$ cat src/verilog/mem_path_pkg.sv
`default_nettype none

package mem_path_pkg;

	// byte address, line requests keep the low offset bits at zero
	localparam int ADDR_WIDTH = 32;

	// one memory beat carries two 32-bit words
	localparam int BEAT_WIDTH = 64;

	// burst length on the physical port
	localparam int BEATS_PER_LINE = 4;

	// a line is exactly one full burst
	localparam int LINE_WIDTH = BEATS_PER_LINE * BEAT_WIDTH;

	// 32 bytes per line
	localparam int OFFSET_BITS = 5;

	// beat counter sized to the burst
	localparam int BEAT_CNT_BITS = $clog2(BEATS_PER_LINE);

	typedef logic [ADDR_WIDTH-1:0] addr_t;
	typedef logic [LINE_WIDTH-1:0] line_t;
	typedef logic [BEAT_WIDTH-1:0] beat_t;
	typedef logic [BEAT_CNT_BITS-1:0] beat_cnt_t;

	// index of the final beat of a burst
	localparam beat_cnt_t LAST_BEAT = beat_cnt_t'(BEATS_PER_LINE - 1);

	// request toward memory, strobes held until resp
	typedef struct packed {
		logic read;
		logic write;
		addr_t address;
		line_t wdata;
	} line_req_t;

	// answer back toward the caches
	// rdata only meaningful in the resp cycle of a read
	typedef struct packed {
		logic resp;
		line_t rdata;
	} line_rsp_t;

	// clear the line offset
	function automatic addr_t line_align(input addr_t address);
		return {address[ADDR_WIDTH-1:OFFSET_BITS], {OFFSET_BITS{1'b0}}};
	endfunction

endpackage : mem_path_pkg

`default_nettype wire

$ cat src/verilog/line_arbiter.sv
`default_nettype none

module line_arbiter import mem_path_pkg::*; (
	input  wire logic      clk,
	input  wire logic      rst_n,
	// instruction cache, line reads only
	input  wire line_req_t icache_req,
	output line_rsp_t      icache_rsp,
	// data cache, line reads and writebacks
	input  wire line_req_t dcache_req,
	output line_rsp_t      dcache_rsp,
	// toward the eviction write buffer
	output line_req_t      arb_req,
	input  wire line_rsp_t arb_rsp
);

	// which cache currently owns the path
	typedef enum logic [1:0] {
		GRANT_IDLE   = 2'b00,
		GRANT_ICACHE = 2'b01,
		GRANT_DCACHE = 2'b10
	} grant_t;

	grant_t grant;

	logic icache_pending;
	logic dcache_pending;

	// icache write strobe is not part of the protocol
	assign icache_pending = icache_req.read;
	assign dcache_pending = dcache_req.read | dcache_req.write;

	// grant register
	// decided only from idle, released in the resp cycle
	always_ff @(posedge clk) begin
		if (!rst_n) begin
			grant <= GRANT_IDLE;
		end else begin
			case (grant)
				GRANT_IDLE: begin
					// data side wins a tie
					if (dcache_pending) begin
						grant <= GRANT_DCACHE;
					end else if (icache_pending) begin
						grant <= GRANT_ICACHE;
					end
				end
				GRANT_ICACHE, GRANT_DCACHE: begin
					// back to idle, loser gets picked up next cycle
					if (arb_rsp.resp) begin
						grant <= GRANT_IDLE;
					end
				end
				default: begin
					grant <= GRANT_IDLE;
				end
			endcase
		end
	end

	// downstream request mux
	always_comb begin
		arb_req = '0;
		case (grant)
			GRANT_ICACHE: begin
				// read only, write and wdata stay zero
				arb_req.read    = icache_req.read;
				arb_req.address = icache_req.address;
			end
			GRANT_DCACHE: begin
				arb_req = dcache_req;
			end
			default: begin
				// nothing granted, bus looks idle downstream
				arb_req = '0;
			end
		endcase
	end

	// response steering
	// rdata fans out to both, resp only to the owner
	always_comb begin
		icache_rsp.rdata = arb_rsp.rdata;
		icache_rsp.resp  = arb_rsp.resp & (grant == GRANT_ICACHE);
		dcache_rsp.rdata = arb_rsp.rdata;
		dcache_rsp.resp  = arb_rsp.resp & (grant == GRANT_DCACHE);
	end

endmodule : line_arbiter

`default_nettype wire

$ cat src/verilog/eviction_write_buffer.sv
`default_nettype none

module eviction_write_buffer import mem_path_pkg::*; (
	input  wire logic      clk,
	input  wire logic      rst_n,
	// from the arbiter
	input  wire line_req_t arb_req,
	output line_rsp_t      arb_rsp,
	// toward the cacheline adaptor
	output line_req_t      mem_req,
	input  wire line_rsp_t mem_rsp
);

	typedef enum logic [1:0] {
		ST_PASS       = 2'b00,
		ST_LOCAL      = 2'b01,
		ST_WAIT_DRAIN = 2'b10,
		ST_DRAIN      = 2'b11
	} state_t;

	state_t state;

	// the one held dirty line
	logic  full;
	addr_t held_addr;
	line_t held_line;

	// bus was quiet last cycle too
	logic idle_q;

	logic      req_present;
	addr_t     req_line_addr;
	logic      read_hit;
	logic      read_miss;
	logic      capture;
	logic      drain_start;
	line_req_t drain_req;

	assign req_present   = arb_req.read | arb_req.write;
	assign req_line_addr = line_align(arb_req.address);

	// read of the held line, answered locally
	assign read_hit  = arb_req.read & full & (req_line_addr == held_addr);
	assign read_miss = arb_req.read & ~read_hit;

	// load the holding register
	// either straight into an empty buffer, or right as the old line finishes draining
	assign capture = arb_req.write &
		(((state == ST_PASS) & ~full) | ((state == ST_WAIT_DRAIN) & mem_rsp.resp));

	// arbiter leaves a one-cycle gap between grants
	// so two quiet cycles are needed before the bus is really free
	assign drain_start = full & ~req_present & idle_q;

	// held line written back as a full line
	assign drain_req = '{read: 1'b0, write: 1'b1, address: held_addr, wdata: held_line};

	// control state
	always_ff @(posedge clk) begin
		if (!rst_n) begin
			state  <= ST_PASS;
			full   <= 1'b0;
			idle_q <= 1'b0;
		end else begin
			idle_q <= ~req_present;
			case (state)
				ST_PASS: begin
					if (capture) begin
						full  <= 1'b1;
						state <= ST_LOCAL;
					end else if (arb_req.write) begin
						// buffer occupied, push the old line out first
						state <= ST_WAIT_DRAIN;
					end else if (read_hit) begin
						state <= ST_LOCAL;
					end else if (drain_start) begin
						state <= ST_DRAIN;
					end
				end
				ST_LOCAL: begin
					// single resp cycle
					state <= ST_PASS;
				end
				ST_WAIT_DRAIN: begin
					// old line out, new one already captured, full stays set
					if (mem_rsp.resp) begin
						state <= ST_LOCAL;
					end
				end
				ST_DRAIN: begin
					if (mem_rsp.resp) begin
						full  <= 1'b0;
						state <= ST_PASS;
					end
				end
				default: begin
					state <= ST_PASS;
				end
			endcase
		end
	end

	// held payload
	always_ff @(posedge clk) begin
		if (capture) begin
			held_addr <= req_line_addr;
			held_line <= arb_req.wdata;
		end
	end

	// request and response routing
	always_comb begin
		mem_req = '0;
		arb_rsp = '0;
		case (state)
			ST_PASS: begin
				// misses go to memory ahead of any drain
				if (read_miss) begin
					mem_req.read    = 1'b1;
					mem_req.address = req_line_addr;
					arb_rsp         = mem_rsp;
				end
			end
			ST_LOCAL: begin
				// rdata only matters for a read hit
				arb_rsp.resp  = 1'b1;
				arb_rsp.rdata = held_line;
			end
			ST_WAIT_DRAIN, ST_DRAIN: begin
				// requester waits, no resp forwarded
				mem_req = drain_req;
			end
			default: begin
				mem_req = '0;
			end
		endcase
	end

endmodule : eviction_write_buffer

`default_nettype wire

$ cat src/verilog/cacheline_adaptor.sv
`default_nettype none

module cacheline_adaptor import mem_path_pkg::*; (
	input  wire logic      clk,
	input  wire logic      rst_n,
	// line side
	input  wire line_req_t mem_req,
	output line_rsp_t      mem_rsp,
	// physical memory, four-beat bursts
	output logic           pmem_read,
	output logic           pmem_write,
	output addr_t          pmem_address,
	output beat_t          pmem_wdata,
	input  wire beat_t     pmem_rdata,
	input  wire logic      pmem_resp
);

	typedef enum logic [1:0] {
		AD_IDLE  = 2'b00,
		AD_BURST = 2'b01,
		AD_DONE  = 2'b10
	} state_t;

	state_t state;

	// latched request
	logic  is_write;
	addr_t addr_q;

	// shift register, beats leave and enter at opposite ends
	line_t line_q;

	beat_cnt_t beat_cnt;

	logic start;
	logic last_beat;

	assign start     = (state == AD_IDLE) & (mem_req.read | mem_req.write);
	assign last_beat = pmem_resp & (beat_cnt == LAST_BEAT);

	// control
	always_ff @(posedge clk) begin
		if (!rst_n) begin
			state    <= AD_IDLE;
			is_write <= 1'b0;
			beat_cnt <= '0;
		end else begin
			case (state)
				AD_IDLE: begin
					if (start) begin
						state    <= AD_BURST;
						is_write <= mem_req.write;
						beat_cnt <= '0;
					end
				end
				AD_BURST: begin
					// beats need not be back to back
					if (pmem_resp) begin
						beat_cnt <= beat_cnt + 1'b1;
						if (last_beat) begin
							state <= AD_DONE;
						end
					end
				end
				AD_DONE: begin
					// requester still holds its request this cycle
					state <= AD_IDLE;
				end
				default: begin
					state <= AD_IDLE;
				end
			endcase
		end
	end

	// datapath
	// lowest beat first in both directions
	always_ff @(posedge clk) begin
		if (start) begin
			addr_q <= line_align(mem_req.address);
			line_q <= mem_req.wdata;
		end else if ((state == AD_BURST) && pmem_resp) begin
			// read beats fill from the top, write beats drop off the bottom
			line_q <= {pmem_rdata, line_q[LINE_WIDTH-1:BEAT_WIDTH]};
		end
	end

	// strobes low outside the burst
	assign pmem_read    = (state == AD_BURST) & ~is_write;
	assign pmem_write   = (state == AD_BURST) & is_write;
	assign pmem_address = addr_q;
	assign pmem_wdata   = line_q[BEAT_WIDTH-1:0];

	// assembled line valid with the resp pulse
	always_comb begin
		mem_rsp.resp  = (state == AD_DONE);
		mem_rsp.rdata = line_q;
	end

endmodule : cacheline_adaptor

`default_nettype wire

$ cat src/verilog/mem_path.sv
`default_nettype none

module mem_path import mem_path_pkg::*; (
	input  wire logic      clk,
	input  wire logic      rst_n,
	// instruction cache port
	input  wire line_req_t icache_req,
	output line_rsp_t      icache_rsp,
	// data cache port
	input  wire line_req_t dcache_req,
	output line_rsp_t      dcache_rsp,
	// physical memory port
	output logic           pmem_read,
	output logic           pmem_write,
	output addr_t          pmem_address,
	output beat_t          pmem_wdata,
	input  wire beat_t     pmem_rdata,
	input  wire logic      pmem_resp
);

	// arbiter to write buffer
	line_req_t arb_req;
	line_rsp_t arb_rsp;

	// write buffer to adaptor
	line_req_t mem_req;
	line_rsp_t mem_rsp;

	line_arbiter arbiter_i (
		.clk,
		.rst_n,
		.icache_req,
		.icache_rsp,
		.dcache_req,
		.dcache_rsp,
		.arb_req,
		.arb_rsp
	);

	eviction_write_buffer buffer_i (
		.clk,
		.rst_n,
		.arb_req,
		.arb_rsp,
		.mem_req,
		.mem_rsp
	);

	cacheline_adaptor adaptor_i (
		.clk,
		.rst_n,
		.mem_req,
		.mem_rsp,
		.pmem_read,
		.pmem_write,
		.pmem_address,
		.pmem_wdata,
		.pmem_rdata,
		.pmem_resp
	);

endmodule : mem_path

`default_nettype wire

$ cat config.mk
export PLATFORM = sky130hd
export DESIGN_NAME = mem_path
export DESIGN_NICKNAME = d
export VERILOG_FILES = /design/src/verilog/mem_path_pkg.sv /design/src/verilog/line_arbiter.sv /design/src/verilog/eviction_write_buffer.sv /design/src/verilog/cacheline_adaptor.sv /design/src/verilog/mem_path.sv
export SDC_FILE = /design/constraint.sdc
export NUM_CORES = 1
export LEC_CHECK = 0
export BUFFER_PORTS_ARGS = -buffer_cell sky130_fd_sc_hd__buf_2
export CAP_MARGIN = 20
export CORE_AREA = 2 2 497 499
export CTS_BUF_LIST = sky130_fd_sc_hd__clkbuf_4
export CTS_CLUSTER_SIZE = 20
export DETAILED_ROUTE_END_ITERATION = 10
export DIE_AREA = 0 0 499 501
export PLACE_DENSITY = 0.32
export SLEW_MARGIN = 40
export SYNTH_ARGS = -nofsm -noshare
export SYNTH_HDL_FRONTEND = slang
export SYNTH_HIERARCHICAL = 1
export SYNTH_SLANG_ARGS = --single-unit
$ cat constraint.sdc
create_clock -name clk -period 53.5 [get_ports clk]
set_input_delay 10.7 -clock clk [delete_from_list [all_inputs] [get_ports clk]]
set_output_delay 10.7 -clock clk [all_outputs]
set_load 0.02 [all_outputs]
# Word level (Yosys, flattened, before mapping)
# Cells that the tools add are included.
[word_totals]
register_bits = 577
inputBits = 647
out_inout_bits = 612
word_cells = 101
[classes]
addsub = 1
eq_ne = 18
muxes = 34
bitwise = 22
n_reduce_logical = 15
[ops]
columns = ["cell", "n"]
rows = [
  ["2-to-1 mux 256 bit", 3],
  ["case mux 257 bit (2 select lines)", 1],
  ["2-to-1 mux 257 bit", 1],
  ["case mux 32 bit (2 select lines)", 2],
  ["2-to-1 mux 32 bit", 1],
  ["2-to-1 mux 2 bit", 14],
  ["== test 27 bit", 1],
  ["bitwise AND 1 bit", 14],
  ["!= test 2 x 1 -> 1 bit (second input constant)", 6],
  ["case mux 2 bit (2 select lines)", 3],
  ["AND reduction 3 bit", 4],
  ["== test 2 bit (second input constant)", 5],
  ["case mux 2 bit (4 select lines)", 1],
  ["== test 2 x 1 -> 1 bit (second input constant)", 3],
  ["logical NOT 2 bit", 3],
  ["2-to-1 mux 1 bit", 6],
  ["nonzero test 2 bit", 3],
  ["!= test 5 x 1 -> 1 bit (second input constant)", 1],
  ["NOT 1 bit", 4],
  ["OR 1 bit", 4],
  ["case mux 1 bit (2 select lines)", 2],
  ["AND reduction 2 bit", 2],
  ["OR reduction 2 bit", 2],
  ["!= test 3 x 2 -> 1 bit (second input constant)", 1],
  ["other kinds (3)", 3],
]

# Logic depth before layout (Yosys ltp)
# Gate-level depths: netlist of run 1.
[depth]
ltp_word = 12
mapped_depth = 17

# Hierarchy
# Netlist of run 1, hierarchy kept.
[by_module_without_submodules]
columns = ["mod", "n_inst", "cells_per_inst", "area_each_um2"]
rows = [
  ["eviction_write_buffer", 1, 988, 13718.2],
  ["cacheline_adaptor", 1, 667, 12443.2],
  ["line_arbiter", 1, 893, 6267.3],
]

# Worst setup path before layout of run 1
# Ideal clock, no wire load.
[synth_path]
path_kind = "in2reg"
startpoint = "in icache_req[265] (netlist name)"
endpoint = "reg adaptor_i.beat_cnt[0]"
t_arrival_ns = 30.979
required_time_ns = 52.671
setup_slack_ns = 21.693
path_stages = 11
n_path_buf = 2
path_cell_list = "a22oi_1 nor2b_1 xor2_1 nor4_1 nand3_1 o211a_1 buf_2 clkbuf_1 nor2_1 o21ai_0 o22ai_1"
[synth_lines]
columns = ["element", "line_no", "text"]
rows = [
  ["start, declared", "mem_path.sv:7", "input wire line_req_t icache_req,"],
  ["end signal, assigned", "cacheline_adaptor.sv:59", "beat_cnt <= beat_cnt + 1'b1;"],
  ["end, declared", "cacheline_adaptor.sv:33", "beat_cnt_t beat_cnt;"],
]

==> metrics.cfg, run 1 <==
[worst_setup_path]
critPathLaunchType=input pin
endpoint=dcache_rsp[160]
path_class=input pin to primary output
reg2regPathDepth=16
r2r_slack_ps=47450
crit_arrival_ps=14740
crit_start=icache_req[262]
worst_ep_required_time_ps=42800
endpoint_kind=primary output
r2r_start=arbiter_i/grant[0]
worstPathMaxFanout=62
reg2reg_to=adaptor_i/line_q[227]

[clock_network]
cts.sinks=577
clk_pin_slew_ps=60
clockRootBuffer=clkbuf_4
cts_resized=0
cts_tree=built
cts_buffer_depth=3
postCtsSetupBuffers=0
cts_made_buffers=195
clkLatencyLatePin_ps=1170
htree_levels=4
hold_buffers=0

[synth]
syn_area_per_cell_um2=12.8
syn_inst=2532
yosysWarnings=6
synth_area_mm2=0.0323

[floorplan]
core_mm2=0.245
rows=182
pin_count=1259
die_w_um=499
initial_core_util=0.132
die_area_mm2=0.250
die_height_um=501

[sta]
relSlewSlack=0.485
tns_ps=0
fin_skew_ps=87.1
fmax_ghz=0.0393
fin_crit_sh=0.476
final_max_slew_viol_count=0
rsz0062_at_grt=no
worst_pin_slew_ps=773
fin_crit_ps=25440
hold_violations=0
hold_ws_ps=477
setup_viol=0

[place]
post_dp_cell_area_mm2=0.0363
place_congestion=0.753
io_buffers=986
hpwl_mm=115

[drt]
top_layer=met5
via_per_inst=3.39
ant_nets=0
dr_total_vias=21600
wl_met2_mm=69.4
m1WireLength_mm=66.7
wl_mm=154
wire_per_inst_um=24.2
drt_iter0_markers=1155
dr.pass1.iters=5
drc=0
met3WireLength_mm=14.2

[finish]
fillers=27400
nets=3669
area_growth_pct=19.9
finalInstanceArea_mm2=0.0388
layout_commonest_cell=buf_2
layout-drive-gt1-share=0.503
register_area_mm2=0.0172
layout_common_cells=buf_2, edfxtp_1, and2_1
multi_input_area_mm2=0.00971

[hold_path]
min_path_type=register to register
worstHoldStart=adaptor_i/beat_cnt[1]

[global_routing]
grt_antenna_before_repair=90
track_usage=0.119
grt_max_degree=72
grt-ovfl-total=0
grt_pass1_wl_mm=203
grt_pass1_vias=22300

[pwr]
vdd_drop_max_v=0.0000273
p_per_area_mw_per_mm2=58.7
leakage_nw=15.4

[job]
cap_viol_max_count=0

[status]
status=finished, final reports clean

==> metal layers <==
layer  vias up  GRT usage
met4        58     0.0287
met3       315     0.0488
met1     10600      0.149
met2      1053      0.188
met5         -          0
li1       9577          -
==> worst min-delay path by stage <==
stage,to,cells past startpoint
6_report,adaptor_i/beat_cnt[1],2
5_1_grt,adaptor_i/beat_cnt[1],2
4_1_cts,adaptor_i/beat_cnt[1],2
3_5_place_dp,adaptor_i/beat_cnt[1],2
2_1_floorplan,adaptor_i/beat_cnt[1],2
3_3_place_gp,adaptor_i/beat_cnt[1],2
==> power breakdown <==
| part | switching [W] | internal [W] |
|---|---|---|
| sequential | 0.0000799 | 0.000701 |
| clock | 0.000233 | 0.000247 |
| combinational | 0.000691 | 0.000321 |
==> registers in the layout, indices dropped and copies added (netlist names) <==
register / cells
adaptor_i/pmem_address: 27
arbiter_i/grant: 2
adaptor_i/line_q: 256
buffer_i/full: 1
buffer_i/state: 2
adaptor_i/beat_cnt: 2
buffer_i/held_addr: 27
adaptor_i/is_write: 1
buffer_i/idle_q: 1
adaptor_i/state: 2
buffer_i/held_line: 256
==> critical path: stages <==
cell,delay [ps]
buf_2,100
a22oi_1,370
nor2b_1,140
xor2_1,190
nor4_1,70
nand3_1,180
o211a_4,310
buf_6,520
buf_4,460
buf_12,290
buf_6,520
a22o_1,470
buf_2,240
==> final cells by class <==
cell class              count  area share
flip-flops and latches    577       0.444
multi-input cells        1211       0.250
repair buffers           1026       0.138
well taps                3220       0.104
clock buffers             279      0.0541
clock inverters            47     0.00726
diodes                     18     0.00116
inverters                   7    0.000678
==> metrics by stage <==
step                power [W]  setup WS, ps  std cells  utilization
finish                0.00227         28060       6385        0.158
CTS                   0.00235         27890       6367        0.158
detailed placement    0.00185         27890       6041        0.148
floorplan             0.00166         21690       2536            -
global placement      0.00184         27310       6037        0.148
global route          0.00242         27770       6376        0.158
No activity file was read; power rests on OpenSTA's default activity.
==> run 2, diff against run 1 <==
Settings changed: ABC_AREA from default to 1, CORE_AREA 2 2 497 499 to 2 2 488 490, DIE_AREA 0 0 499 501 to 0 0 490 492, PLACE_DENSITY 0.32 to 0.34.
Clock period 53.5 ns to 25 ns, I/O delays scaled along.
==> metrics.cfg, run 2 <==
[global_routing]
grt_pass1_vias=28900  ; +30%
grt_max_degree=104  ; +44%
grt-ovfl-total=0  ; unchanged
grt_antenna_before_repair=81  ; -10%
track_usage=0.149  ; +0.0305
grt_pass1_wl_mm=249  ; +23%

[clock_network]
cts.sinks=577  ; unchanged
cts_resized=0  ; unchanged
htree_levels=4  ; unchanged
clk_pin_slew_ps=70  ; about the same
clkLatencyLatePin_ps=1200  ; +30 ps
postCtsSetupBuffers=0  ; unchanged
hold_buffers=0  ; unchanged
cts_tree=built
cts_made_buffers=194  ; -0.51%
clockRootBuffer=clkbuf_4
cts_buffer_depth=3  ; unchanged

[worst_setup_path]
slowest_stage=a21oi_4
worstPathMaxFanout=69  ; +11%
path_delay_family=simple AND/OR/NAND/NOR gates
crit_chain=buf_2, nand2_1, a21oi_4, nand2_1, a21oi_2, nand3_1, nor2_1, nand2_1, nor2_1, nand2_8, buf_6, nand4_1, nand2_1, buf_2
critPathLaunchType=input pin
r2r_slack_ps=18200  ; -29250 ps
worst_ep_required_time_ps=20000  ; -22800 ps
reg2regPathDepth=21  ; +5
max_stage_delay_ps=680  ; +160 ps
reg2reg_to=adaptor_i/line_q[31]
r2r_start=arbiter_i/grant[1]
endpoint_kind=primary output
crit_arrival_ps=8710  ; -6030 ps
crit_start=icache_req[289]
cp.buffers_inverters=3  ; -3
path_class=input pin to primary output
worst-path-stages=14  ; +1
endpoint=dcache_rsp[181]
path_common_cell=nand2_1

[finish]
layout_commonest_cell=nand2_1
stdcell_count=8138  ; +27%
largestRegisters=adaptor_i/line_q (256), buffer_i/held_line (256)
fillers=27100  ; -1.2%
layout_common_cells=nand2_1, buf_2, inv_1
area_growth_pct=17.8
layout-drive-gt1-share=0.271  ; -0.232
postLayoutCoreUtil=0.175  ; +0.0167
nets=5476  ; +49%

[sta]
worst_pin_slew_ps=877  ; +104 ps
fin_skew_ps=105  ; +18.3 ps
fin_crit_ps=13710
fmax_ghz=0.0729
fin_crit_sh=0.548
relSlewSlack=0.415  ; -0.0693
hold_ws_ps=498  ; +21.2 ps
tns_ps=0  ; unchanged
final_max_slew_viol_count=0  ; unchanged
setup_viol=0  ; unchanged
rsz0062_at_grt=no
hold_violations=0  ; unchanged

[place]
hpwl_mm=141  ; +22%
io_buffers=986  ; unchanged
place_congestion=0.849  ; +13%
dp.cells=7794  ; +29%

[synth]
synth_area_mm2=0.0351  ; +8.6%
yosysWarnings=6  ; unchanged
syn_area_per_cell_um2=7.94  ; -38%
syn_inst=4424  ; +75%

[drt]
drt_iter0_markers=1785  ; +55%
dr.pass1.iters=5  ; unchanged
wl_mm=186  ; +20%
dr_total_vias=29500  ; +36%
ant_nets=0  ; unchanged
wire_per_inst_um=22.8  ; -5.6%
via_per_inst=3.62  ; +7.1%
drc=0  ; unchanged

[floorplan]
die_height_um=492  ; -1.8%
rows=179  ; -1.6%
die_area_mm2=0.241  ; -3.6%
initial_core_util=0.149  ; +0.0166
core_mm2=0.236  ; -3.5%
pin_count=1259  ; unchanged
die_w_um=490  ; -1.8%

[pwr]
p_total_w=0.00543  ; +140%
leakage_nw=22.3  ; +45%
p_per_area_mw_per_mm2=131  ; +120%
vdd_drop_max_v=0.0000553  ; +100%

[status]
status=finished, final reports clean

[hold_path]
min_path_type=register to register

[job]
cap_viol_max_count=0  ; unchanged

==> run 2: worst min-delay path: cells and delay by family (launching register included) <==
kind,cells,cell delay (ps)
and+or+nand+nor,1,70
DFF,1,330
AOI/OAI and AO/OA,1,50
==> run 2: how the worst min path moves through the flow <==
stage	endpoint	slack [ps]	depth (start not counted)	startpoint
after global routing	adaptor_i/is_write	520	2	adaptor_i/is_write
final	adaptor_i/is_write	500	2	adaptor_i/is_write
after floorplan	adaptor_i/is_write	450	2	adaptor_i/is_write
after detailed placement	adaptor_i/is_write	480	2	adaptor_i/is_write
after global placement	adaptor_i/is_write	480	2	adaptor_i/is_write
after CTS	adaptor_i/is_write	500	2	adaptor_i/is_write
==> run 2: report_power, final <==
part | internal (W) | leakage (nW) | switching [W]
Clock | 0.000509 | 1.37 | 0.000500
Combinational | 0.000548 | 15.5 | 0.00200
Sequential | 0.00159 | 5.42 | 0.000290
Total | 0.00264 | 22.3 | 0.00279
==> run 2: stage by stage <==
stage / cell area, µm² / setup slack [ps]
after floorplan: 35100 / 7100
after global placement: 38700 / 11110
after detailed placement: 38900 / 11270
after CTS: 41200 / 11260
after global routing: 41300 / 11080
final: 41400 / 11290
==> run 2: area by class of cell <==
cell class / count / area [µm²] / area share
well taps: 3167 / 3960 / 0.0958
flip-flops and latches: 577 / 17200 / 0.416
clock buffers: 282 / 2120 / 0.0512
multi-input cells: 2426 / 10100 / 0.243
repair buffers: 1033 / 5510 / 0.133
clock inverters: 31 / 166 / 0.00402
inverters: 593 / 2240 / 0.0541
diodes: 29 / 72.6 / 0.00175
==> run 2: routing by layer <==
metal | vias to the layer above | track usage | routed length [µm]
met5 | - | 0 | 118
met4 | 20 | 0.0494 | 5870
met3 | 315 | 0.0496 | 14700
met2 | 1195 | 0.222 | 79000
met1 | 13800 | 0.201 | 86000
li1 | 14100 | - | -
